`config.mk`:
```
export PLATFORM = sky130hd
export DESIGN_NAME = ins_extract
export DESIGN_NICKNAME = d
export VERILOG_FILES = /design/src/rtl/xtr_pkg.sv /design/src/rtl/ins_extract.sv /design/src/rtl/ins_line_align.sv /design/src/rtl/ins_slot_mux.sv /design/src/rtl/mc_rom.sv /design/src/rtl/mc_sequencer.sv /design/src/rtl/mc_step_counter.sv
export VERILOG_INCLUDE_DIRS = /design/src /design/src/rtl
export SDC_FILE = /design/constraint.sdc
export NUM_CORES = 2
export LEC_CHECK = 0
export ABC_AREA = 1
export BUFFER_PORTS_ARGS = -buffer_cell sky130_fd_sc_hd__buf_4
export CORE_AREA = 2 2 550 552
export CTS_CLUSTER_DIAMETER = 50
export CTS_CLUSTER_SIZE = 8
export DETAILED_ROUTE_END_ITERATION = 7
export DIE_AREA = 0 0 552 554
export RECOVER_POWER = 100
export SKIP_LAST_GASP = 1
export SLEW_MARGIN = 15
export SYNTH_ARGS = -nofsm -noshare
export SYNTH_HDL_FRONTEND = slang
export SYNTH_HIERARCHICAL = 1
export SYNTH_SLANG_ARGS = --single-unit
```
`constraint.sdc`:
```
create_clock -name clk -period 2.2 [get_ports clk]
set_input_delay 0.11 -clock clk [delete_from_list [all_inputs] [get_ports clk]]
set_output_delay 0.11 -clock clk [all_outputs]
set_load 0.01 [all_outputs]
```
`src/rtl/xtr_cfg.svh`:
```
// Extraction stage configuration

`ifndef XTR_CFG_SVH
`define XTR_CFG_SVH

// ======================================================================
// Cache line and instruction geometry
// ======================================================================

// One instruction cache line in bits
`define XTR_LINE_BITS 1024
// Width of a single instruction word
`define XTR_INS_BITS 40
// Byte distance between two consecutive slots
`define XTR_INS_BYTES 5
// Instructions handed to decode per cycle
`define XTR_SLOTS 4
// Width of one architectural register field
`define XTR_REG_BITS 7

// ======================================================================
// Micro-code limits
// ======================================================================

// Entry points in the micro-code store
`define XTR_MC_ENTRIES 4
// Longest sequence in groups, entry e runs e+1 of them
`define XTR_MC_MAX_STEPS 4

`endif

```
`src/rtl/xtr_pkg.sv`:
```
// Extraction stage types

`default_nettype none

`include "xtr_cfg.svh"

package xtr_pkg;

	// Byte address of an instruction
	typedef logic [31:0] pc_address_t;

	// Architectural register number
	typedef logic [`XTR_REG_BITS-1:0] regno_t;

	// Opcodes the stage itself cares about, anything else passes through
	typedef enum logic [6:0]
	{
		OP_NOP   = 7'd0,
		OP_ADD   = 7'd2,
		OP_SYS   = 7'd8,
		OP_MCALL = 7'd9
	} opcode_e;

	// Func code that marks a system instruction as a hardware interrupt
	localparam logic [4:0] FN_IRQ = 5'd5;

	// Raw instruction word, opcode sits in the low bits
	typedef struct packed
	{
		logic [4:0] func;
		regno_t Rc;
		regno_t Rb;
		regno_t Ra;
		regno_t Rt;
		opcode_e opcode;
	} ins_word_t;

	// Instruction as decode expects it, raw word plus the register fields
	typedef struct packed
	{
		ins_word_t ins;
		regno_t aRt;
		regno_t aRa;
		regno_t aRb;
		regno_t aRc;
	} ex_instruction_t;

	// One fetch group, slot 0 occupies the low bits
	typedef ex_instruction_t [`XTR_SLOTS-1:0] ins_group_t;

	// Micro-code sequencer states
	typedef enum logic
	{
		MC_IDLE,
		MC_RUN
	} mc_state_e;

	// Where the group registered to decode comes from
	typedef enum logic [1:0]
	{
		SRC_LINE,
		SRC_IRQ,
		SRC_MCODE
	} grp_src_e;

endpackage

`default_nettype wire

```
`src/rtl/ins_extract.sv`:
```
// Instruction extraction stage

`timescale 1ns/1ps
`default_nettype none

`include "xtr_cfg.svh"

module ins_extract
	import xtr_pkg::*;
(
	input wire logic clk,
	input wire logic rst_n_i,
	input wire logic en_i,
	input wire logic [`XTR_LINE_BITS-1:0] line_i,
	input wire pc_address_t pc_i,
	input wire logic nop_i,
	input wire logic branchmiss_i,
	input wire pc_address_t misspc_i,
	input wire logic hirq_i,
	input wire logic [2:0] irq_i,
	input wire logic [6:0] vect_i,
	input wire logic [2:0] grp_i,
	output ins_group_t ins_o,
	output pc_address_t pc_o,
	output logic nop_o,
	output logic [2:0] grp_o,
	output logic stall_o
);

	// ======================================================================
	// Stage wiring
	// ======================================================================

	// Aligned line and per-slot information
	ins_group_t group_c;
	pc_address_t [`XTR_SLOTS-1:0] slot_pc_c;
	logic [`XTR_SLOTS-1:0] slot_nop_c;
	logic mcall_hit_c;
	logic [$clog2(`XTR_MC_ENTRIES)-1:0] mc_entry_c;

	// Sequencer control and micro-code data
	grp_src_e grp_src;
	logic ctr_load;
	logic ctr_count;
	logic [$clog2(`XTR_MC_MAX_STEPS)-1:0] step;
	logic last;
	ins_group_t mc_group;

	ins_line_align u_align
	(
		.line_i(line_i),
		.pc_i(pc_i),
		.nop_i(nop_i),
		.branchmiss_i(branchmiss_i),
		.misspc_i(misspc_i),
		.group_o(group_c),
		.slot_pc_o(slot_pc_c),
		.slot_nop_o(slot_nop_c),
		.mcall_hit_o(mcall_hit_c),
		.mc_entry_o(mc_entry_c)
	);

	mc_sequencer u_seq
	(
		.clk(clk),
		.rst_n_i(rst_n_i),
		.en_i(en_i),
		.hirq_i(hirq_i),
		.mcall_hit_i(mcall_hit_c),
		.mc_entry_i(mc_entry_c),
		.last_i(last),
		.grp_src_o(grp_src),
		.ctr_load_o(ctr_load),
		.ctr_count_o(ctr_count),
		.stall_o(stall_o)
	);

	mc_step_counter u_step
	(
		.clk(clk),
		.rst_n_i(rst_n_i),
		.en_i(en_i),
		.load_i(ctr_load),
		.count_i(ctr_count),
		.entry_i(mc_entry_c),
		.step_o(step),
		.last_o(last)
	);

	// The call line is held during a run, so its entry field stays valid
	mc_rom u_rom
	(
		.entry_i(mc_entry_c),
		.step_i(step),
		.group_o(mc_group)
	);

	ins_slot_mux u_mux
	(
		.clk(clk),
		.rst_n_i(rst_n_i),
		.en_i(en_i),
		.grp_src_i(grp_src),
		.slot_nop_i(slot_nop_c),
		.line_group_i(group_c),
		.mc_group_i(mc_group),
		.irq_i(irq_i),
		.vect_i(vect_i),
		.pc_i(slot_pc_c[0]),
		.nop_i(nop_i),
		.grp_i(grp_i),
		.ins_o(ins_o),
		.pc_o(pc_o),
		.nop_o(nop_o),
		.grp_o(grp_o)
	);

endmodule

`default_nettype wire

```
`src/rtl/ins_line_align.sv`:
```
// Cache line alignment and slot split

`timescale 1ns/1ps
`default_nettype none

`include "xtr_cfg.svh"

module ins_line_align
	import xtr_pkg::*;
(
	input wire logic [`XTR_LINE_BITS-1:0] line_i,
	input wire pc_address_t pc_i,
	input wire logic nop_i,
	input wire logic branchmiss_i,
	input wire pc_address_t misspc_i,
	output ins_group_t group_o,
	output pc_address_t [`XTR_SLOTS-1:0] slot_pc_o,
	output logic [`XTR_SLOTS-1:0] slot_nop_o,
	output logic mcall_hit_o,
	output logic [$clog2(`XTR_MC_ENTRIES)-1:0] mc_entry_o
);

	logic [`XTR_LINE_BITS-1:0] line_aligned;
	ins_word_t [`XTR_SLOTS-1:0] word_c;

	// Bring the byte at the fetch offset down to bit 0 of the line
	assign line_aligned = line_i >> {pc_i[5:0], 3'd0};

	// Instructions are packed back to back, so slot k starts k words up
	always_comb
	begin
		for (int k = 0; k < `XTR_SLOTS; k++)
		begin
			word_c[k] = ins_word_t'(line_aligned[k*`XTR_INS_BITS +: `XTR_INS_BITS]);
		end
	end

	// Decode copies the register fields out of the raw word
	always_comb
	begin
		for (int k = 0; k < `XTR_SLOTS; k++)
		begin
			group_o[k].ins = word_c[k];
			group_o[k].aRt = word_c[k].Rt;
			group_o[k].aRa = word_c[k].Ra;
			group_o[k].aRb = word_c[k].Rb;
			group_o[k].aRc = word_c[k].Rc;
		end
	end

	// Each slot sits a fixed number of bytes past the group PC
	// A branch miss kills every slot that lies before the target
	always_comb
	begin
		for (int k = 0; k < `XTR_SLOTS; k++)
		begin
			slot_pc_o[k] = pc_i + pc_address_t'(k * `XTR_INS_BYTES);
			slot_nop_o[k] = nop_i || (branchmiss_i && (misspc_i > slot_pc_o[k]));
		end
	end

	// A live micro-code call in slot 0 names its entry point in Ra
	assign mcall_hit_o = (word_c[0].opcode == OP_MCALL) && !slot_nop_o[0];
	assign mc_entry_o = word_c[0].Ra[$clog2(`XTR_MC_ENTRIES)-1:0];

endmodule

`default_nettype wire

```
`src/rtl/ins_slot_mux.sv`:
```
// Registered slot source selection

`timescale 1ns/1ps
`default_nettype none

`include "xtr_cfg.svh"

module ins_slot_mux
	import xtr_pkg::*;
(
	input wire logic clk,
	input wire logic rst_n_i,
	input wire logic en_i,
	input wire grp_src_e grp_src_i,
	input wire logic [`XTR_SLOTS-1:0] slot_nop_i,
	input wire ins_group_t line_group_i,
	input wire ins_group_t mc_group_i,
	input wire logic [2:0] irq_i,
	input wire logic [6:0] vect_i,
	input wire pc_address_t pc_i,
	input wire logic nop_i,
	input wire logic [2:0] grp_i,
	output ins_group_t ins_o,
	output pc_address_t pc_o,
	output logic nop_o,
	output logic [2:0] grp_o
);

	ins_word_t irq_word;
	ex_instruction_t irq_ins;
	ins_group_t group_d;

	// The interrupt system instruction carries the level in Ra and the vector in Rb
	always_comb
	begin
		irq_word = '0;
		irq_word.opcode = OP_SYS;
		irq_word.Ra = regno_t'(irq_i);
		irq_word.Rb = regno_t'(vect_i);
		irq_word.func = FN_IRQ;
		irq_ins.ins = irq_word;
		irq_ins.aRt = irq_word.Rt;
		irq_ins.aRa = irq_word.Ra;
		irq_ins.aRb = irq_word.Rb;
		irq_ins.aRc = irq_word.Rc;
	end

	// ======================================================================
	// Per-slot priority, interrupt first, then NOP, then the group source
	// ======================================================================

	always_comb
	begin
		for (int k = 0; k < `XTR_SLOTS; k++)
		begin
			if (grp_src_i == SRC_IRQ)
				group_d[k] = (k == 0) ? irq_ins : '0;
			else if (slot_nop_i[k])
				group_d[k] = '0;
			else if (grp_src_i == SRC_MCODE)
				group_d[k] = mc_group_i[k];
			else
				group_d[k] = line_group_i[k];
		end
	end

	// Everything handed to decode moves together on an enabled edge
	always_ff @(posedge clk or negedge rst_n_i)
	begin
		if (!rst_n_i)
		begin
			ins_o <= '0;
			pc_o <= '0;
			nop_o <= 1'b0;
			grp_o <= '0;
		end
		else if (en_i)
		begin
			ins_o <= group_d;
			pc_o <= pc_i;
			nop_o <= nop_i;
			grp_o <= grp_i;
		end
	end

	// The sequencer's interrupt choice must reach decode as a system instruction
	a_irq_slot0: assert property (@(posedge clk) disable iff (!rst_n_i)
		en_i && grp_src_i == SRC_IRQ |=> ins_o[0].ins.opcode == OP_SYS)
		else $error("ins_slot_mux: interrupt group without OP_SYS in slot 0");

endmodule

`default_nettype wire

```
`src/rtl/mc_rom.sv`:
```
// Micro-code group ROM

`timescale 1ns/1ps
`default_nettype none

`include "xtr_cfg.svh"

module mc_rom
	import xtr_pkg::*;
(
	input wire logic [$clog2(`XTR_MC_ENTRIES)-1:0] entry_i,
	input wire logic [$clog2(`XTR_MC_MAX_STEPS)-1:0] step_i,
	output ins_group_t group_o
);

	// Every ROM slot is an add that tags slot, step and entry in its registers
	function automatic ins_group_t rom_row(input logic [1:0] e, input logic [1:0] t);
		ins_group_t g;
		g = '0;
		for (int s = 0; s < `XTR_SLOTS; s++)
		begin
			g[s].ins.opcode = OP_ADD;
			g[s].ins.Rt = regno_t'(s);
			g[s].ins.Ra = regno_t'(t);
			g[s].ins.Rb = regno_t'(e);
			g[s].aRt = g[s].ins.Rt;
			g[s].aRa = g[s].ins.Ra;
			g[s].aRb = g[s].ins.Rb;
			g[s].aRc = g[s].ins.Rc;
		end
		return g;
	endfunction

	// Rows are indexed by entry then step, steps past an entry's length stay empty
	always_comb
	begin
		case ({entry_i, step_i})
			4'b00_00:
				group_o = rom_row(entry_i, step_i);
			4'b01_00, 4'b01_01:
				group_o = rom_row(entry_i, step_i);
			4'b10_00, 4'b10_01, 4'b10_10:
				group_o = rom_row(entry_i, step_i);
			4'b11_00, 4'b11_01, 4'b11_10, 4'b11_11:
				group_o = rom_row(entry_i, step_i);
			default:
				group_o = '0;
		endcase
	end

endmodule

`default_nettype wire

```
`src/rtl/mc_sequencer.sv`:
```
// Micro-code sequencer FSM

`timescale 1ns/1ps
`default_nettype none

`include "xtr_cfg.svh"

module mc_sequencer
	import xtr_pkg::*;
(
	input wire logic clk,
	input wire logic rst_n_i,
	input wire logic en_i,
	input wire logic hirq_i,
	input wire logic mcall_hit_i,
	input wire logic [$clog2(`XTR_MC_ENTRIES)-1:0] mc_entry_i,
	input wire logic last_i,
	output grp_src_e grp_src_o,
	output logic ctr_load_o,
	output logic ctr_count_o,
	output logic stall_o
);

	mc_state_e state_q;
	mc_state_e state_d;

	// ======================================================================
	// Next state and source selection
	// ======================================================================

	always_comb
	begin
		grp_src_o = SRC_LINE;
		ctr_load_o = 1'b0;
		ctr_count_o = 1'b0;
		stall_o = 1'b0;
		state_d = state_q;
		case (state_q)
			MC_IDLE:
			begin
				// An interrupt replaces the whole group, so a call under it is lost
				if (hirq_i)
					grp_src_o = SRC_IRQ;
				else if (mcall_hit_i)
				begin
					// The call group itself goes out as fetched
					ctr_load_o = 1'b1;
					state_d = MC_RUN;
				end
			end
			MC_RUN:
			begin
				// Fetch is held while the ROM feeds decode, interrupts wait
				grp_src_o = SRC_MCODE;
				stall_o = 1'b1;
				// The step stops at the last group so it never passes the entry
				ctr_count_o = !last_i;
				if (last_i)
					state_d = MC_IDLE;
			end
			default:
				state_d = MC_IDLE;
		endcase
	end

	// State only moves when the pipeline advances
	always_ff @(posedge clk or negedge rst_n_i)
	begin
		if (!rst_n_i)
			state_q <= MC_IDLE;
		else if (en_i)
			state_q <= state_d;
	end

	// A taken load starts a run, and no second load can happen inside it
	a_no_load_in_run: assert property (@(posedge clk) disable iff (!rst_n_i)
		ctr_load_o && en_i |=> state_q == MC_RUN && !ctr_load_o)
		else $error("mc_sequencer: counter load while a sequence runs");

	// The counter has to see a one-group sequence as ending at once
	a_load_last: assert property (@(posedge clk) disable iff (!rst_n_i)
		ctr_load_o && en_i |=> last_i == ($past(mc_entry_i) == '0))
		else $error("mc_sequencer: last step flag does not match the loaded entry");

endmodule

`default_nettype wire

```
`src/rtl/mc_step_counter.sv`:
```
// Micro-code step counter

`timescale 1ns/1ps
`default_nettype none

`include "xtr_cfg.svh"

module mc_step_counter
(
	input wire logic clk,
	input wire logic rst_n_i,
	input wire logic en_i,
	input wire logic load_i,
	input wire logic count_i,
	input wire logic [$clog2(`XTR_MC_ENTRIES)-1:0] entry_i,
	output logic [$clog2(`XTR_MC_MAX_STEPS)-1:0] step_o,
	output logic last_o
);

	logic [$clog2(`XTR_MC_ENTRIES)-1:0] entry_q;
	logic [$clog2(`XTR_MC_MAX_STEPS)-1:0] step_q;

	// A load wins over a count, a new sequence always starts at step 0
	always_ff @(posedge clk or negedge rst_n_i)
	begin
		if (!rst_n_i)
		begin
			entry_q <= '0;
			step_q <= '0;
		end
		else if (en_i)
		begin
			if (load_i)
			begin
				entry_q <= entry_i;
				step_q <= '0;
			end
			else if (count_i)
				step_q <= step_q + 1'b1;
		end
	end

	assign step_o = step_q;

	// Entry e runs e+1 groups, so the final step number equals e
	assign last_o = (step_q == entry_q);

	// The sequencer must stop counting once the last step is reached
	a_step_in_range: assert property (@(posedge clk) disable iff (!rst_n_i)
		step_q <= entry_q)
		else $error("mc_step_counter: step %0d ran past entry %0d", step_q, entry_q);

endmodule

`default_nettype wire

```
==> impl_metrics.py <==
metrics = {
    "clock_network": {
        "cts_buffers": 54,
        "clkLatencyLatePin_ps": 670,
        "tritoncts": "built",
        "clockBufferDepth": 3,
        "htree_levels": 2,
        "path_clk_slew_ps": 50,
        "cts-root-buf": "clkbuf_16",
        "clock-sinks": 313,
    },
    "run_status": {
        "status": "finished, violations left",
        "violations": "DRC, capacitance limit, slew limit, setup timing",
    },
    "run": {
        "maxCapViolCount": 1,
    },
    "placement": {
        "port_buffers": 1055,
        "gp_congestion": 1.11,
        "place_inst": 15500,
        "dp_hpwl_um": 394000,
    },
    "global_route": {
        "grt_pass1_vias": 70000,
        "grt_antenna_before_repair": 305,
        "grt_usage_pct": 29.0,
        "grt_max_degree": 173,
        "grt_first_pass_wirelength_um": 614000,
        "grt_overflow": 0,
    },
    "synthesis": {
        "synth_area_um2": 54200,
        "synthCells": 10000,
        "syn_area_per_cell_um2": 5.41,
        "yosys_warnings": 6,
    },
    "routing": {
        "routedWlPerCell_um": 30.1,
        "drc_errors": 13,
        "finalWirelength_um": 478000,
        "drtIter0Drc": 12000,
        "detail_route.vias_per_cell": 5.04,
        "ant_nets": 0,
        "dr_total_vias": 80000,
        "drtPass1Iterations": 8,
    },
    "critical_path": {
        "endpoint_kind": "flop",
        "critPathMaxFanout": 7,
        "crit_type": "primary input to flop",
        "worst_ep_required_time_ps": 2770,
        "worstPathArrival_ps": 3510,
        "cp-start-kind": "primary input",
    },
    "cells_and_area": {
        "syn_to_final_growth_pct": 47.3,
        "layout.nets": 13000,
        "instances_no_fill": 15900,
        "final_core_util_pct": 26.7,
        "fillers": 34500,
        "drive_gt1_share_pct": 23.7,
    },
    "die": {
        "row_count": 201,
        "die_area_um2": 306000,
        "die_w_um": 552,
        "fp.dieH_um": 554,
        "initial_core_util_pct": 18.1,
        "boundaryPins": 1416,
        "core_area_um2": 299000,
    },
    "sta": {
        "finClkSkew_ps": 42.5,
        "fmax_mhz": 341,
        "slew_violations": 57,
        "worstMarginPinSlew_ps": 1760,
        "hold_viol_final": 0,
        "maxSlewHeadroom_pct": -17.3,
        "timing.final.ws_setup_ps": -737,
        "layout_worst_path_cycle_share_pct": 133,
        "rsz0062_at_grt": "yes",
        "finalSetupViolCount": 276,
        "whs_ps": 164,
        "timing.final.crit_period_ps": 2940,
    },
    "hold_path": {
        "hold_class": "primary input to flop",
    },
    "power_and_ir_drop": {
        "powerDensity_nw_per_um2": 443,
        "p_leak_nw": 40.3,
        "ir_drop_v": 0.000562,
    },
}
cell type report:
class | count | area [µm²] | area share [%]
multi-input combinational | 8489 | 41400 | 51.8
timing repair buffer | 2618 | 22500 | 28.1
sequential | 313 | 7840 | 9.81
tap | 3958 | 4950 | 6.20
clock buffer | 62 | 1440 | 1.80
inverter | 276 | 1130 | 1.42
antenna | 145 | 363 | 0.454
clock inverter | 18 | 275 | 0.345
critical path, stage by stage:
cell and delay, ps:
buf_12 120, clkinv_8 60, ha_4 140, a21oi_4 70, nor2_4 130, inv_2 60
nor2_4 100, buf_6 110, clkinvlp_4 130, nor2_4 170, xor2_2 200, inv_2 70
ha_4 280, nand2_4 50, nor2_4 80, nand4_1 160, nor3_2 300, buf_4 160
a31oi_1 70, nand2_1 100, nand2_2 70, nor2_4 180, buf_12 220, clkbuf_16 220
nand2_4 50, nand2_2 40
layout by cell type, fill, tap and decap left out, types with 117 or more instances in the layout:
master	count
dfrtp_1	312
ha_1	120
nand3_1	1483
o21ai_0	666
nand2_1	4158
buf_12	181
inv_1	238
clkbuf_1	312
diode_2	145
nor2_1	264
a21oi_1	225
mux2i_1	117
conb_1	228
buf_4	1932
o21ai_1	216
sequential cells by signal, summed over array words and instances (netlist names):
signal and count:
u_mux/grp_o 3, u_mux/ins_o 272, u_mux/nop_o 1, u_mux/pc_o 32, u_seq/state_q 1, u_step/entry_q 2, u_step/step_o 2
what timing repair did:
action,CTS,global route
gates cloned,2,49
gates resized for setup,33,554
endpoints found under the setup margin,277,277
pin swaps,11,82
setup buffers,9,78
endpoints found under the hold margin,375,0
hold buffers,47,0
final timing paths:
kind / startpoint / endpoint / slack, ps / depth (start not counted)
worst max-delay path: pc_i[2] / u_mux/ins_o[89] / -740 / 26
worst min-delay path: pc_i[4] / u_mux/pc_o[4] / 160 / 5
worst max register to register: u_seq/state_q / u_mux/ins_o[249] / 60 / 9
worst min register to register: u_mux/pc_o[11] / u_mux/pc_o[11] / 470 / 2
max in group asynchronous: rst_n_i / u_mux/ins_o[39] / 140 / 3
min in group asynchronous: rst_n_i / u_mux/ins_o[195] / 480 / 2
per-layer routing:
layer  GRT usage [%]  wire (µm)  vias to the layer above
met2            41.3     192000                     5499
met1            37.3     191000                    37200
met5               0        960                        -
li1                -          -                    36000
met3            10.6      62400                     1129
met4            16.1      31200                      138
per-stage QoR:
step                      TNS, ps  total power [mW]  instance area (µm²)  setup WS (ps)
after floorplan           -218080              15.1                55500          -1260
after global placement    -373480              25.9                74500          -1760
after detailed placement  -366750              25.9                74500          -1740
after CTS                 -133910              34.5                77000           -674
after global routing      -167960              37.0                79700           -847
final                     -137430              35.4                79900           -737
power breakdown:
| part | internal (mW) | switching, mW | total, mW |
|---|---|---|---|
| sequential | 6.18 | 0.335 | 6.51 |
| clock | 5.09 | 3.18 | 8.27 |
| combinational | 7.69 | 12.9 | 20.6 |
| total | 19.0 | 16.5 | 35.4 |
Note: power is estimated with default switching activity, not from simulation.
